**config.mk**
```make
export PLATFORM = sky130hd
export DESIGN_NAME = rasTop
export DESIGN_NICKNAME = d
export VERILOG_FILES = /design/src/bpuPkg.sv /design/src/rasPkg.sv /design/src/rasIo.sv /design/src/rasCheckpointQueue.sv /design/src/rasRam.sv /design/src/rasTop.sv /design/src/returnStack.sv
export VERILOG_INCLUDE_DIRS = /design/src
export SDC_FILE = /design/constraint.sdc
export NUM_CORES = 1
export LEC_CHECK = 0
export ABC_AREA = 0
export BUFFER_PORTS_ARGS = -buffer_cell sky130_fd_sc_hd__buf_2
export CORE_MARGIN = 3
export CORE_UTILIZATION = 60
export CTS_BUF_LIST = sky130_fd_sc_hd__clkbuf_4 sky130_fd_sc_hd__clkbuf_8 sky130_fd_sc_hd__clkbuf_16
export CTS_CLUSTER_DIAMETER = 200
export DETAILED_ROUTE_END_ITERATION = 10
export PLACE_DENSITY_LB_ADDON = 0.25
export SLEW_MARGIN = 20
export SYNTH_ARGS = -nofsm -noshare
export SYNTH_HDL_FRONTEND = slang
export SYNTH_SLANG_ARGS = --single-unit
```
**constraint.sdc**
```tcl
create_clock -name clk -period 11 [get_ports clk]
set_input_delay 1.1 -clock clk [delete_from_list [all_inputs] [get_ports clk]]
set_output_delay 1.1 -clock clk [all_outputs]
set_load 0.005 [all_outputs]
```
**src/bpu_defs.svh**
```systemverilog
`ifndef BPU_DEFS_SVH
`define BPU_DEFS_SVH

// committed return stack
`define RAS_DEPTH 16
`define RAS_WIDTH $clog2(`RAS_DEPTH)

// speculative push list
`define RAS_INFLIGHT_DEPTH 8
`define RAS_INFLIGHT_WIDTH $clog2(`RAS_INFLIGHT_DEPTH)

// one slot per outstanding lookup
`define RAS_CKPT_DEPTH 8
`define RAS_CKPT_WIDTH $clog2(`RAS_CKPT_DEPTH)

`define VADDR_WIDTH 32
`define VADDR_MSB (`VADDR_WIDTH - 1)

`endif

```
**src/bpuPkg.sv**
```systemverilog
`default_nettype none

`include "bpu_defs.svh"

package bpuPkg;

    typedef logic [`VADDR_MSB:0] Vaddr;

    // slot index with a wrap flag on top
    typedef logic [`RAS_CKPT_WIDTH:0] CkptTag;

    // bit 1 pushes, bit 0 pops
    typedef enum logic [1:0] {
        NONE     = 2'b00,
        POP      = 2'b01,
        PUSH     = 2'b10,
        POP_PUSH = 2'b11
    } RasKind;

endpackage

`default_nettype wire

```
**src/rasPkg.sv**
```systemverilog
`default_nettype none

`include "bpu_defs.svh"

package rasPkg;

    typedef struct packed {
        logic dir;                              // flips on each wrap
        logic [`RAS_INFLIGHT_WIDTH-1:0] idx;
    } RasInflightIdx;

    typedef logic [`RAS_WIDTH-1:0] RasCommitIdx;

    typedef bpuPkg::Vaddr RasEntry;

    // pointer state taken at each lookup
    typedef struct packed {
        RasInflightIdx rasTop;                  // one past the top entry
        RasInflightIdx listTop;                 // next free list slot
        RasCommitIdx inflightTop;               // speculative stack depth
        logic topInvalid;                       // top lives in committed stack
    } RasSnapshot;

endpackage

`default_nettype wire

```
**src/rasIo.sv**
```systemverilog
`timescale 1ns/10ps
`default_nettype none

interface rasIo;

    logic request;
    bpuPkg::RasKind kind;
    bpuPkg::Vaddr target;

    logic squash;
    bpuPkg::RasKind squashKind;
    bpuPkg::Vaddr squashTarget;
    rasPkg::RasSnapshot squashSnap;         // state before the squashed lookup

    logic commit;
    bpuPkg::RasKind commitKind;
    bpuPkg::Vaddr commitTarget;

    rasPkg::RasSnapshot snap;
    bpuPkg::Vaddr predAddr;

    modport queue (
        output request, kind, target,
        output squash, squashKind, squashTarget, squashSnap,
        output commit, commitKind, commitTarget,
        input snap, predAddr
    );

    modport stack (
        input request, kind, target,
        input squash, squashKind, squashTarget, squashSnap,
        input commit, commitKind, commitTarget,
        output snap, predAddr
    );

endinterface

`default_nettype wire

```
**src/rasCheckpointQueue.sv**
```systemverilog
`timescale 1ns/10ps
`default_nettype none

`include "bpu_defs.svh"

module rasCheckpointQueue (
    input logic clk,
    input logic rst,
    input logic lookupValid,
    output logic lookupReady,
    input bpuPkg::RasKind lookupKind,
    input bpuPkg::Vaddr lookupTarget,
    output bpuPkg::CkptTag lookupTag,
    input logic squashValid,
    input bpuPkg::CkptTag squashTag,
    input bpuPkg::RasKind squashKind,
    input bpuPkg::Vaddr squashTarget,
    input logic commitValid,
    input bpuPkg::RasKind commitKind,
    input bpuPkg::Vaddr commitTarget,
    output logic predValid,
    rasIo.queue io
);

    bpuPkg::CkptTag head, tail;
    rasPkg::RasSnapshot snaps [`RAS_CKPT_DEPTH];
    logic full, empty, accept;

    assign empty = head == tail;
    assign full = (head[`RAS_CKPT_WIDTH-1:0] == tail[`RAS_CKPT_WIDTH-1:0]) &&
                  (head[`RAS_CKPT_WIDTH] != tail[`RAS_CKPT_WIDTH]);

    assign lookupReady = ~full & ~squashValid;      // squash wins the cycle
    assign accept = lookupValid & lookupReady;
    assign lookupTag = tail;

    assign io.request = accept;
    assign io.kind = lookupKind;
    assign io.target = lookupTarget;

    assign io.squash = squashValid;
    assign io.squashKind = squashKind;
    assign io.squashTarget = squashTarget;
    assign io.squashSnap = snaps[squashTag[`RAS_CKPT_WIDTH-1:0]];

    assign io.commit = commitValid;
    assign io.commitKind = commitKind;
    assign io.commitTarget = commitTarget;

    always_ff @(posedge clk) begin
        if (accept) begin
            snaps[tail[`RAS_CKPT_WIDTH-1:0]] <= io.snap;
        end
    end

    always_ff @(posedge clk, negedge rst) begin
        if (!rst) begin
            head <= '0;
            tail <= '0;
            predValid <= 1'b0;
        end else begin
            predValid <= accept & lookupKind[0];
            if (squashValid) begin
                tail <= squashTag + 1'b1;           // drop younger lookups
            end else if (accept) begin
                tail <= tail + 1'b1;
            end
            if (commitValid) begin
                head <= head + 1'b1;
            end
        end
    end

    assert property (@(posedge clk) disable iff (!rst) commitValid |-> !empty)
        else $error("commit with no outstanding lookup");

endmodule

`default_nettype wire

```
**src/rasRam.sv**
```systemverilog
`timescale 1ns/10ps
`default_nettype none

module rasRam #(
    parameter int DEPTH = 8,
    parameter int WIDTH = 32
) (
    input logic clk,
    input logic we,
    input logic [$clog2(DEPTH)-1:0] waddr,
    input logic [WIDTH-1:0] wdata,
    input logic [$clog2(DEPTH)-1:0] raddr,
    output logic [WIDTH-1:0] rdata
);

    logic [WIDTH-1:0] mem [DEPTH];

    always_ff @(posedge clk) begin
        if (we) begin
            mem[waddr] <= wdata;
        end
        rdata <= mem[raddr];                // old data on same-address write
    end

    assert property (@(posedge clk) we |-> !$isunknown(waddr))
        else $error("rasRam write to an unknown address");

endmodule

`default_nettype wire

```
**src/rasTop.sv**
```systemverilog
`timescale 1ns/10ps
`default_nettype none

module rasTop (
    input logic clk,
    input logic rst,
    input logic lookupValid,
    output logic lookupReady,
    input bpuPkg::RasKind lookupKind,
    input bpuPkg::Vaddr lookupTarget,
    output bpuPkg::CkptTag lookupTag,
    input logic squashValid,
    input bpuPkg::CkptTag squashTag,
    input bpuPkg::RasKind squashKind,
    input bpuPkg::Vaddr squashTarget,
    input logic commitValid,
    input bpuPkg::RasKind commitKind,
    input bpuPkg::Vaddr commitTarget,
    output logic predValid,
    output bpuPkg::Vaddr predAddr
);

    rasIo io ();

    rasCheckpointQueue ckptQueue (
        .clk(clk),
        .rst(rst),
        .lookupValid(lookupValid),
        .lookupReady(lookupReady),
        .lookupKind(lookupKind),
        .lookupTarget(lookupTarget),
        .lookupTag(lookupTag),
        .squashValid(squashValid),
        .squashTag(squashTag),
        .squashKind(squashKind),
        .squashTarget(squashTarget),
        .commitValid(commitValid),
        .commitKind(commitKind),
        .commitTarget(commitTarget),
        .predValid(predValid),
        .io(io.queue)
    );

    returnStack stack (
        .clk(clk),
        .rst(rst),
        .io(io.stack)
    );

    assign predAddr = io.predAddr;

endmodule

`default_nettype wire

```
**src/returnStack.sv**
```systemverilog
`timescale 1ns/10ps
`default_nettype none

`include "bpu_defs.svh"

module returnStack (
    input logic clk,
    input logic rst,
    rasIo.stack io
);

    rasPkg::RasInflightIdx top, listTop, listBottom;
    rasPkg::RasInflightIdx topP1, listTopN1, listBottomN1;
    rasPkg::RasInflightIdx rTopP1, rListTopN1;
    rasPkg::RasInflightIdx link, rLink;
    rasPkg::RasInflightIdx [`RAS_INFLIGHT_DEPTH-1:0] topList;   // previous top per slot
    logic [`RAS_INFLIGHT_DEPTH-1:0] topInvalid;
    logic preTopInvalid;
    rasPkg::RasSnapshot r;

    rasPkg::RasCommitIdx commitTop, inflightTop;
    rasPkg::RasCommitIdx commitRaddr, commitWaddr;
    logic commitWe;

    logic we;
    logic [`RAS_INFLIGHT_WIDTH-1:0] waddr;
    rasPkg::RasEntry updateEntry, listEntry, commitEntry, bypassEntry;

    logic popReq;
    logic lastPush;                         // list written in the previous cycle
    logic selCommit, selBypass;
    logic [`RAS_INFLIGHT_WIDTH:0] listFill;

    function automatic logic inRange(rasPkg::RasInflightIdx a);
        logic belowBottom;
        logic belowTop;
        belowBottom = (listBottom.dir ^ a.dir) ^ (a.idx < listBottom.idx);
        belowTop = (listTop.dir ^ a.dir) ^ (a.idx < listTop.idx);
        return ~belowBottom & belowTop;
    endfunction

    function automatic rasPkg::RasCommitIdx stepPtr(rasPkg::RasCommitIdx p,
                                                    bpuPkg::RasKind k);
        case (k)
            bpuPkg::PUSH: return p + 1'b1;
            bpuPkg::POP: return p - 1'b1;
            default: return p;              // pop-push keeps depth
        endcase
    endfunction

    assign r = io.squashSnap;
    assign topP1 = top - 1'b1;
    assign listTopN1 = listTop + 1'b1;
    assign listBottomN1 = listBottom + 1'b1;
    assign rTopP1 = r.rasTop - 1'b1;
    assign rListTopN1 = r.listTop + 1'b1;
    assign link = topList[topP1.idx];
    assign rLink = topList[rTopP1.idx];

    assign popReq = ~io.squash & io.request & io.kind[0];
    assign we = io.squash ? io.squashKind[1] : io.request & io.kind[1];
    assign waddr = io.squash ? r.listTop.idx : listTop.idx;
    assign updateEntry = io.squash ? io.squashTarget : io.target;

    assign commitRaddr = inflightTop - 1'b1;
    assign commitWaddr = (io.commitKind == bpuPkg::POP_PUSH) ? commitTop - 1'b1 : commitTop;
    assign commitWe = io.commit & io.commitKind[1];

    assign io.snap.rasTop = top;
    assign io.snap.listTop = listTop;
    assign io.snap.inflightTop = inflightTop;
    assign io.snap.topInvalid = preTopInvalid;

    assign io.predAddr = selBypass ? bypassEntry :
                         selCommit ? commitEntry : listEntry;

    rasRam #(
        .DEPTH(`RAS_INFLIGHT_DEPTH),
        .WIDTH($bits(rasPkg::RasEntry))
    ) inflightRam (
        .clk(clk),
        .we(we),
        .waddr(waddr),
        .wdata(updateEntry),
        .raddr(topP1.idx),
        .rdata(listEntry)
    );

    rasRam #(
        .DEPTH(`RAS_DEPTH),
        .WIDTH($bits(rasPkg::RasEntry))
    ) commitRam (
        .clk(clk),
        .we(commitWe),
        .waddr(commitWaddr),
        .wdata(io.commitTarget),
        .raddr(commitRaddr),
        .rdata(commitEntry)
    );

    always_ff @(posedge clk) begin
        if (we) begin
            bypassEntry <= updateEntry;
        end
    end

    always_ff @(posedge clk, negedge rst) begin
        if (!rst) begin
            lastPush <= 1'b0;
            selBypass <= 1'b0;
            selCommit <= 1'b0;
        end else begin
            lastPush <= we;
            if (popReq) begin
                selBypass <= lastPush & ~io.kind[1];    // pop-push overwrites the bypass
                selCommit <= ~inRange(topP1) | preTopInvalid;
            end
        end
    end

    always_ff @(posedge clk, negedge rst) begin
        if (!rst) begin
            top <= '0;
            listTop <= '0;
            listBottom <= '0;
            topList <= '0;
            topInvalid <= '0;
            preTopInvalid <= 1'b0;
            inflightTop <= '0;
            commitTop <= '0;
        end else begin
            if (io.squash) begin
                if (io.squashKind[1]) begin
                    topList[r.listTop.idx] <= io.squashKind[0] ? rLink : r.rasTop;
                    topInvalid[r.listTop.idx] <= r.topInvalid;
                    preTopInvalid <= 1'b0;
                    listTop <= rListTopN1;
                    top <= rListTopN1;
                end else if (io.squashKind[0]) begin
                    listTop <= r.listTop;
                    if (inRange(rLink) & ~topInvalid[rTopP1.idx] & ~r.topInvalid) begin
                        top <= rLink;
                        preTopInvalid <= 1'b0;
                    end else begin
                        top <= r.rasTop;
                        preTopInvalid <= 1'b1;      // fall back to committed copy
                    end
                end else begin
                    listTop <= r.listTop;
                    top <= r.rasTop;
                    preTopInvalid <= r.topInvalid;
                end
                inflightTop <= stepPtr(r.inflightTop, io.squashKind);
            end else if (io.request) begin
                if (io.kind[1]) begin
                    topList[listTop.idx] <= io.kind[0] ? link : top;
                    topInvalid[listTop.idx] <= preTopInvalid;
                    preTopInvalid <= 1'b0;
                    listTop <= listTopN1;
                    top <= listTopN1;
                end else if (io.kind[0]) begin
                    if (inRange(link) & ~topInvalid[topP1.idx] & ~preTopInvalid) begin
                        top <= link;
                    end else begin
                        preTopInvalid <= 1'b1;
                    end
                end
                inflightTop <= stepPtr(inflightTop, io.kind);
            end

            if (io.commit) begin
                commitTop <= stepPtr(commitTop, io.commitKind);
                if (io.commitKind[1]) begin
                    listBottom <= listBottomN1;     // oldest list slot retired
                end
            end
        end
    end

    assign listFill = listTop - listBottom;

    assert property (@(posedge clk) disable iff (!rst) !(io.squash && io.request))
        else $error("squash and lookup in the same cycle");

    assert property (@(posedge clk) disable iff (!rst) listFill <= `RAS_INFLIGHT_DEPTH)
        else $error("in-flight list bottom passed its top");

endmodule

`default_nettype wire
```
# After elaboration in Yosys (flattened, before gate mapping)
# Memories as Yosys holds them, arrays and structs flattened. A register that Yosys moved wholly into a read port is not among the register bits.
# Cells that the tools add are included.
[totals]
ff_bits = 105
latch_bits = 0
ram_bits = 872
romBits = 0
input_bits = 111
memories = 3
[mem_list]
columns = ["name", "depth", "word_bits", "rd", "rd_clocked_by_memory_dff", "wr", "line", "text"]
rows = [
  ["stack.commitRam.mem", 16, 32, 1, 1, 1, "rasRam.sv:16", "logic [WIDTH-1:0] mem [DEPTH];"],
  ["stack.inflightRam.mem", 8, 32, 1, 1, 1, "rasRam.sv:16", ""],
  ["ckptQueue.snaps", 8, 13, 1, 0, 1, "rasCheckpointQueue.sv:26", "rasPkg::RasSnapshot snaps [`RAS_CKPT_DEPTH];"],
]
[op_classes]
addsub = 14
multipliers = 0
div_mod_pow = 0
order_cmp = 12
n_eq_ne = 11
shifts = 0
mux = 69
n_bitwise = 39
n_reduce_logical = 16
[ops]
columns = ["operator", "n"]
rows = [
  ["two-way mux 32 bit", 7],
  ["two-way mux 4 bit", 23],
  ["bitwise mux 32 bit", 2],
  ["adder 4 x 1 -> 4 bit, second input constant", 9],
  ["two-way mux 8 bit", 4],
  ["binary-select mux 4 bit (select 3 bit)", 2],
  ["demux 4 bit (select 3 bit)", 2],
  ["one-hot mux 4 bit (2 select lines)", 3],
  ["two-way mux 1 bit", 19],
  ["less-than comparator 3 bit", 6],
  ["bitwise mux 8 bit", 2],
  ["less-than comparator 3 x 4 -> 1 bit, second input constant", 4],
  ["subtractor 4 x 1 -> 4 bit, second input constant", 4],
  ["AND 1 bit", 15],
  ["bitwise XOR 1 bit", 12],
  ["NOT 1 bit", 11],
  ["AND reduction 3 bit", 3],
  ["nonzero test 3 bit", 3],
  ["equality test 2 bit, second input constant", 4],
  ["AND reduction 2 bit", 4],
  ["binary-select mux 1 bit (select 3 bit)", 2],
  ["demux 1 bit (select 3 bit)", 2],
  ["equality test 2 x 1 -> 1 bit, second input constant", 3],
  [">= comparator 3 x 1 -> 1 bit, second input constant", 2],
  ["other kinds (9)", 13],
]

# Longest topological paths before layout
[depth]
word_depth = 14
mapped_depth = 20
ltp_nobuf = 17

# Hierarchy
# Synthesis repeated with hierarchy kept, for this count alone.
[unflattened]
hier_cells = 2309
hier_area_um2 = 42673.4
[by_module_without_submodules]
columns = ["module", "instances", "cells_each", "area_per_inst_um2"]
rows = [
  ["rasRam (stack.commitRam)", 1, 838, 19835.3],
  ["rasRam (stack.inflightRam)", 1, 415, 10466.3],
  ["returnStack", 1, 730, 6974.2],
  ["rasCheckpointQueue", 1, 326, 5397.7],
]

# Worst setup path after synthesis
# Ideal clock, no wire load.
[synth_path]
kind = "input to register"
start = "input port squashTag[0]"
end = "register stack.top, in the netlist stack.io.snap[11]"
setup_time_ps = 75
t_arrival_ps = 5243
required_time_ps = 10925
path_slack_ps = 5682
cell_stages = 20
cell_sequence = "buf_6 -> buf_2 -> mux4_2 -> mux2_2 -> inv_1 -> ha_1 -> buf_1 -> mux4_2 -> mux2i_1 -> inv_1 -> ha_1 -> o21ai_0 -> nand2b_1 -> nand2_1 -> nor2_1 -> a2111oi_4 -> nand3_2 -> o22ai_4 -> mux2_4 -> o21ai_2"
[synth_via]
elab_chain_len = 14
word_cells_on_any_way = 23
classes_between = "add/sub: 2; order compare: 2; mux: 8; bitwise: 10; memory: 1"
[synth_lines]
columns = ["item", "line", "text"]
rows = [
  ["start, declared", "rasTop.sv:13", "input bpuPkg::CkptTag squashTag,"],
  ["memory read (8 x 13 bit) (*)", "-", ""],
  ["subtractor 3 x 1 -> 3 bit", "returnStack.sv:55", "assign rTopP1 = r.rasTop - 1'b1;"],
  ["binary-select mux 4 bit (select 3 bit)", "returnStack.sv:58", "assign rLink = topList[rTopP1.idx];"],
  ["two-way mux 4 bit (implied by the code)", "returnStack.sv:58", ""],
  ["less-than comparator 3 bit or bitwise XOR 1 bit (tied branches)", "returnStack.sv:37", "belowBottom = (listBottom.dir ^ a.dir) ^ (a.idx < listBottom.idx);"],
  ["bitwise XOR 1 bit", "returnStack.sv:37", ""],
  ["NOT 1 bit", "returnStack.sv:39", "return ~belowBottom & belowTop;"],
  ["AND 1 bit", "returnStack.sv:39", ""],
  ["AND 1 bit (2 in a row)", "returnStack.sv:141", "if (inRange(rLink) & ~topInvalid[rTopP1.idx] & ~r.topInvalid) begin"],
  ["two-way mux 4 bit", "returnStack.sv:141", ""],
  ["two-way mux 4 bit", "returnStack.sv:139", "end else if (io.squashKind[0]) begin"],
  ["two-way mux 4 bit (*)", "returnStack.sv:133", "if (io.squashKind[1]) begin"],
  ["two-way mux 4 bit (*)", "returnStack.sv:132", "if (io.squash) begin"],
  ["end signal, assigned", "returnStack.sv:138", "top <= rListTopN1;"],
  ["end signal, assigned", "returnStack.sv:142", "top <= rLink;"],
  ["end signal, assigned", "returnStack.sv:145", "top <= r.rasTop;"],
  ["end, declared", "returnStack.sv:12", "rasPkg::RasInflightIdx top, listTop, listBottom;"],
]
# Mark *: on every way between the ends. The rest lies on a longest branch, timed or not. The select of a mux whose other input is x is not followed.
# A chain may end at the register's enable or synchronous reset.

# Worst setup path in the final report
# Same ends and word-level chain as after synthesis.

==> metrics.md <==
| Metric | Value |
|---|---|
| Status | completed |
| RSZ-0062 raised after global routing | no |
| Crit path max fanout | 27 |
| Most frequent cells in the layout | edfxtp_1 (904), mux4_2 (270), buf_2 (147) |
| Most used flip-flop cell after synthesis | edfxtp_1 |
| WP buf/inv | 4 |
| CP max stage cell | mux4_2 |
| DP HPWL | 52.2 mm |
| DR iter-0 viols | 2386 |
| Max VDD drop | 0.000164 V |
| Port bufs | 148 |
| Rows | 95 |
| Total CTS buffers | 101 |
| Grt ovf | 0 |
| Remaining antenna violation count | 0 |
| Yosys top cell area share | 0.654 |
| Commonest non-fill, non-tap cell in the layout | edfxtp_1 |
| Leak Pwr | 15.8 nW |
| CP Data Required Time | 11.57 ns |
| Initial antenna violation count | 9 |
| CTS tree | yes |
| Worst slew pin tran | 1.03 ns |
| Final Cycle Share | 0.482 |
| Setup TNS | 0 ns |
| Max Cap Viol | 0 |
| Critical path, cell by cell | buf_2 > buf_4 > mux4_2 > mux2_4 > inv_1 > ha_1 > mux4_2 > mux2i_1 > inv_1 > ha_1 > o21ai_0 > nand2b_1 > nand2_1 > nor2_1 > a2111oi_4 > nand3_2 > o22ai_4 > mux2_4 > o21ai_2 |
| Core ar. | 67900 sq um |
| GPL Wtd Cong | 0.938 |
| Hold-fix buffers at CTS | 0 |
| Initial core utilization | 0.612 |
| Syn Area/Cell | 19.5 sq um |
| Post-synth EDFFs | 904 |
| Vias in the first global route | 22.1k |
| Post-Synthesis Cell Area | 41500 sq um |
| Async S/R FF share, synth | 0.0701 |
| Setup violators final | 0 |
| CTS Root Cell | clkbuf_16 |
| Critical path startpoint category | primary input |
| Finished Core Util | 0.695 |
| Post-CTS Resized | 0 |
| Final WL | 94.7 mm |
| Fin. Hold Viols | 0 |
| PwrDens | 254 nW/um^2 |
| First-pass GRT wire length | 142 mm |
| Max incr delay on CP | 0.57 ns |
| Yosys warns | 0 |
| Post-Syn Instances | 2135 |
| Hold crit path type | in -> async |
| Final min period | 5.31 ns |
| CP top delay family | multiplexers |
| Clk sinks | 1041 |
| Share of cells above drive strength 1 | 0.319 |
| Post-CTS setup buffer count | 0 |
| Sequential area share after synthesis | 0.728 |
| Tot Pwr | 12.0 mW |
| Worst Skew | 0.0240 ns |
| Critical path arrival | 5.88 ns |
| Die width | 269 microns |
| DR DRC count | 0 |
| Wire per inst | 28.4 microns |
| IO Pins | 149 |
| Slew Limit Fails | 0 |
| Vias per inst | 6.39 |
| Yosys top cell by area | edfxtp_1 |
| DRT Pass-1 Iters | 7 |
| Clock-pin slew on the worst setup and hold paths | 0.06 ns |
| Setup CP Type | in -> reg |
| Vias post-DR | 21.3k |
| Clock Latency Late Sink | 0.65 ns |
| Die Y | 269 microns |
| Synthesized Nets | 2275 |
| Max Fclk | 0.188 GHz |
| Htree depth | 3 |
| GR Util All Layers | 0.263 |
| Max transition margin | 0.311 |
| Die area | 72400 sq um |
| Clk buf depth | 3 |
| Largest net degree at the start of global routing | 74 |
| Top cells by area, synth | edfxtp_1 (65%), mux4_2 (15%), dfrtp_1 (4.4%) |
| NumNets Final | 2469 |
| Setup crit end kind | register |
| P&R area growth vs syn | 13.6% |
| Synth unique cells | 58 |
| FF+latch count, synth | 1041 |
## worst reg2reg max path, delay by kind of cell, from the launching register on
kind                     cells  cell delay [ns]
multiplexers                 3             1.00
adder cells (fa/ha/maj)      2             0.86
buffers and inverters        2             0.86
AO/OA/AOI/OAI                4             0.83
AND/OR/NAND/NOR              3             0.66
flip-flops                   1             0.55
## kinds of logic (layout without fill, tap and decap cells)
| group | Yosys count | count (layout) | share of synthesized area |
|---|---|---|---|
| buffers and inverters | 139 | 419 | 0.0129 |
| muxes | 404 | 404 | 0.181 |
| and+or+nand+nor | 277 | 277 | 0.0298 |
| AOI/OAI and AO/OA | 202 | 202 | 0.0296 |
| xor gates and xnor gates | 43 | 43 | 0.00925 |
| DFF | 1041 | 1041 | 0.728 |
| adders and majority gates | 29 | 29 | 0.00892 |
| other | 0 | 3 | 0 |
## power by group
| group | switching [mW] | internal (mW) |
|---|---|---|
| Combinational | 1.75 | 1.52 |
| Clock | 1.44 | 2.13 |
| Sequential | 0.348 | 4.79 |
| Total | 3.54 | 8.43 |
## path summary, 6_finish.rpt
check,endpoint,start,depth (start not counted),slack (ns)
setup reg to reg,stack.io.snap[12],stack.io.snap[10],14,6.12
hold / removal,stack.preTopInvalid,rst,1,0.41
min in group clk,ckptQueue.head[3],ckptQueue.head[3],1,0.51
max in group asynchronous,stack.inflightTop[0],rst,2,9.96
hold reg to reg,ckptQueue.head[3],ckptQueue.head[3],1,0.51
setup / recovery,stack.io.snap[11],squashTag[0],19,5.69
## flip-flops by register name (all words and copies together) (netlist names), 8 cells and up
name	count
stack.bypassEntry	32
stack.io.snap	8
stack.commitRam.mem	512
ckptQueue.snaps	104
stack.commitRam.rdata	32
stack.inflightRam.mem	256
stack.topList	32
stack.topInvalid	8
stack.inflightRam.rdata	32
## stage by stage
stage	std cells	hold WS (ns)	area [sq um]	worst slack [ns]
CTS	3335	0.524	47200	5.71
floorplan	2135	0.464	41500	5.68
detailed placement	3146	0.514	43700	5.02
global placement	3146	0.481	43700	5.03
global route	3339	0.432	47200	5.38
finish	3339	0.415	47200	5.69
## metal layers
metal | global-route usage | share of wire | vias up
met5 | 0 | 0.00043 | -
met4 | 0.0765 | 0.027 | 6
met3 | 0.0517 | 0.073 | 201
met2 | 0.432 | 0.51 | 964
met1 | 0.368 | 0.39 | 11100
li1 | - | - | 9028
## synthesized netlist by cell type (10+ instances only)
library cell	instances
nand2_1	83
mux2i_1	55
mux2_2	77
inv_1	29
a22oi_1	37
xnor2_1	31
nor3_1	21
edfxtp_1	904
a21oi_1	69
clkbuf_1	78
nor2_1	112
dfrtp_1	73
xor2_1	11
mux4_2	270
buf_1	27
nand3_1	10
o21ai_0	56
dfxtp_1	64
ha_1	28
## area by class of cell
type / count / area, sq um
Sequential cell: 1041 / 30300
Fill cell: 4088 / 20700
Multi-Input combinational cell: 955 / 11000
Clock buffer: 131 / 2830
Timing Repair Buffer: 201 / 1150
Tap cell: 921 / 1150
Clock inverter: 58 / 642
Inverter: 29 / 109
Antenna cell: 3 / 7.51
No activity file was read; power rests on OpenSTA's default activity.
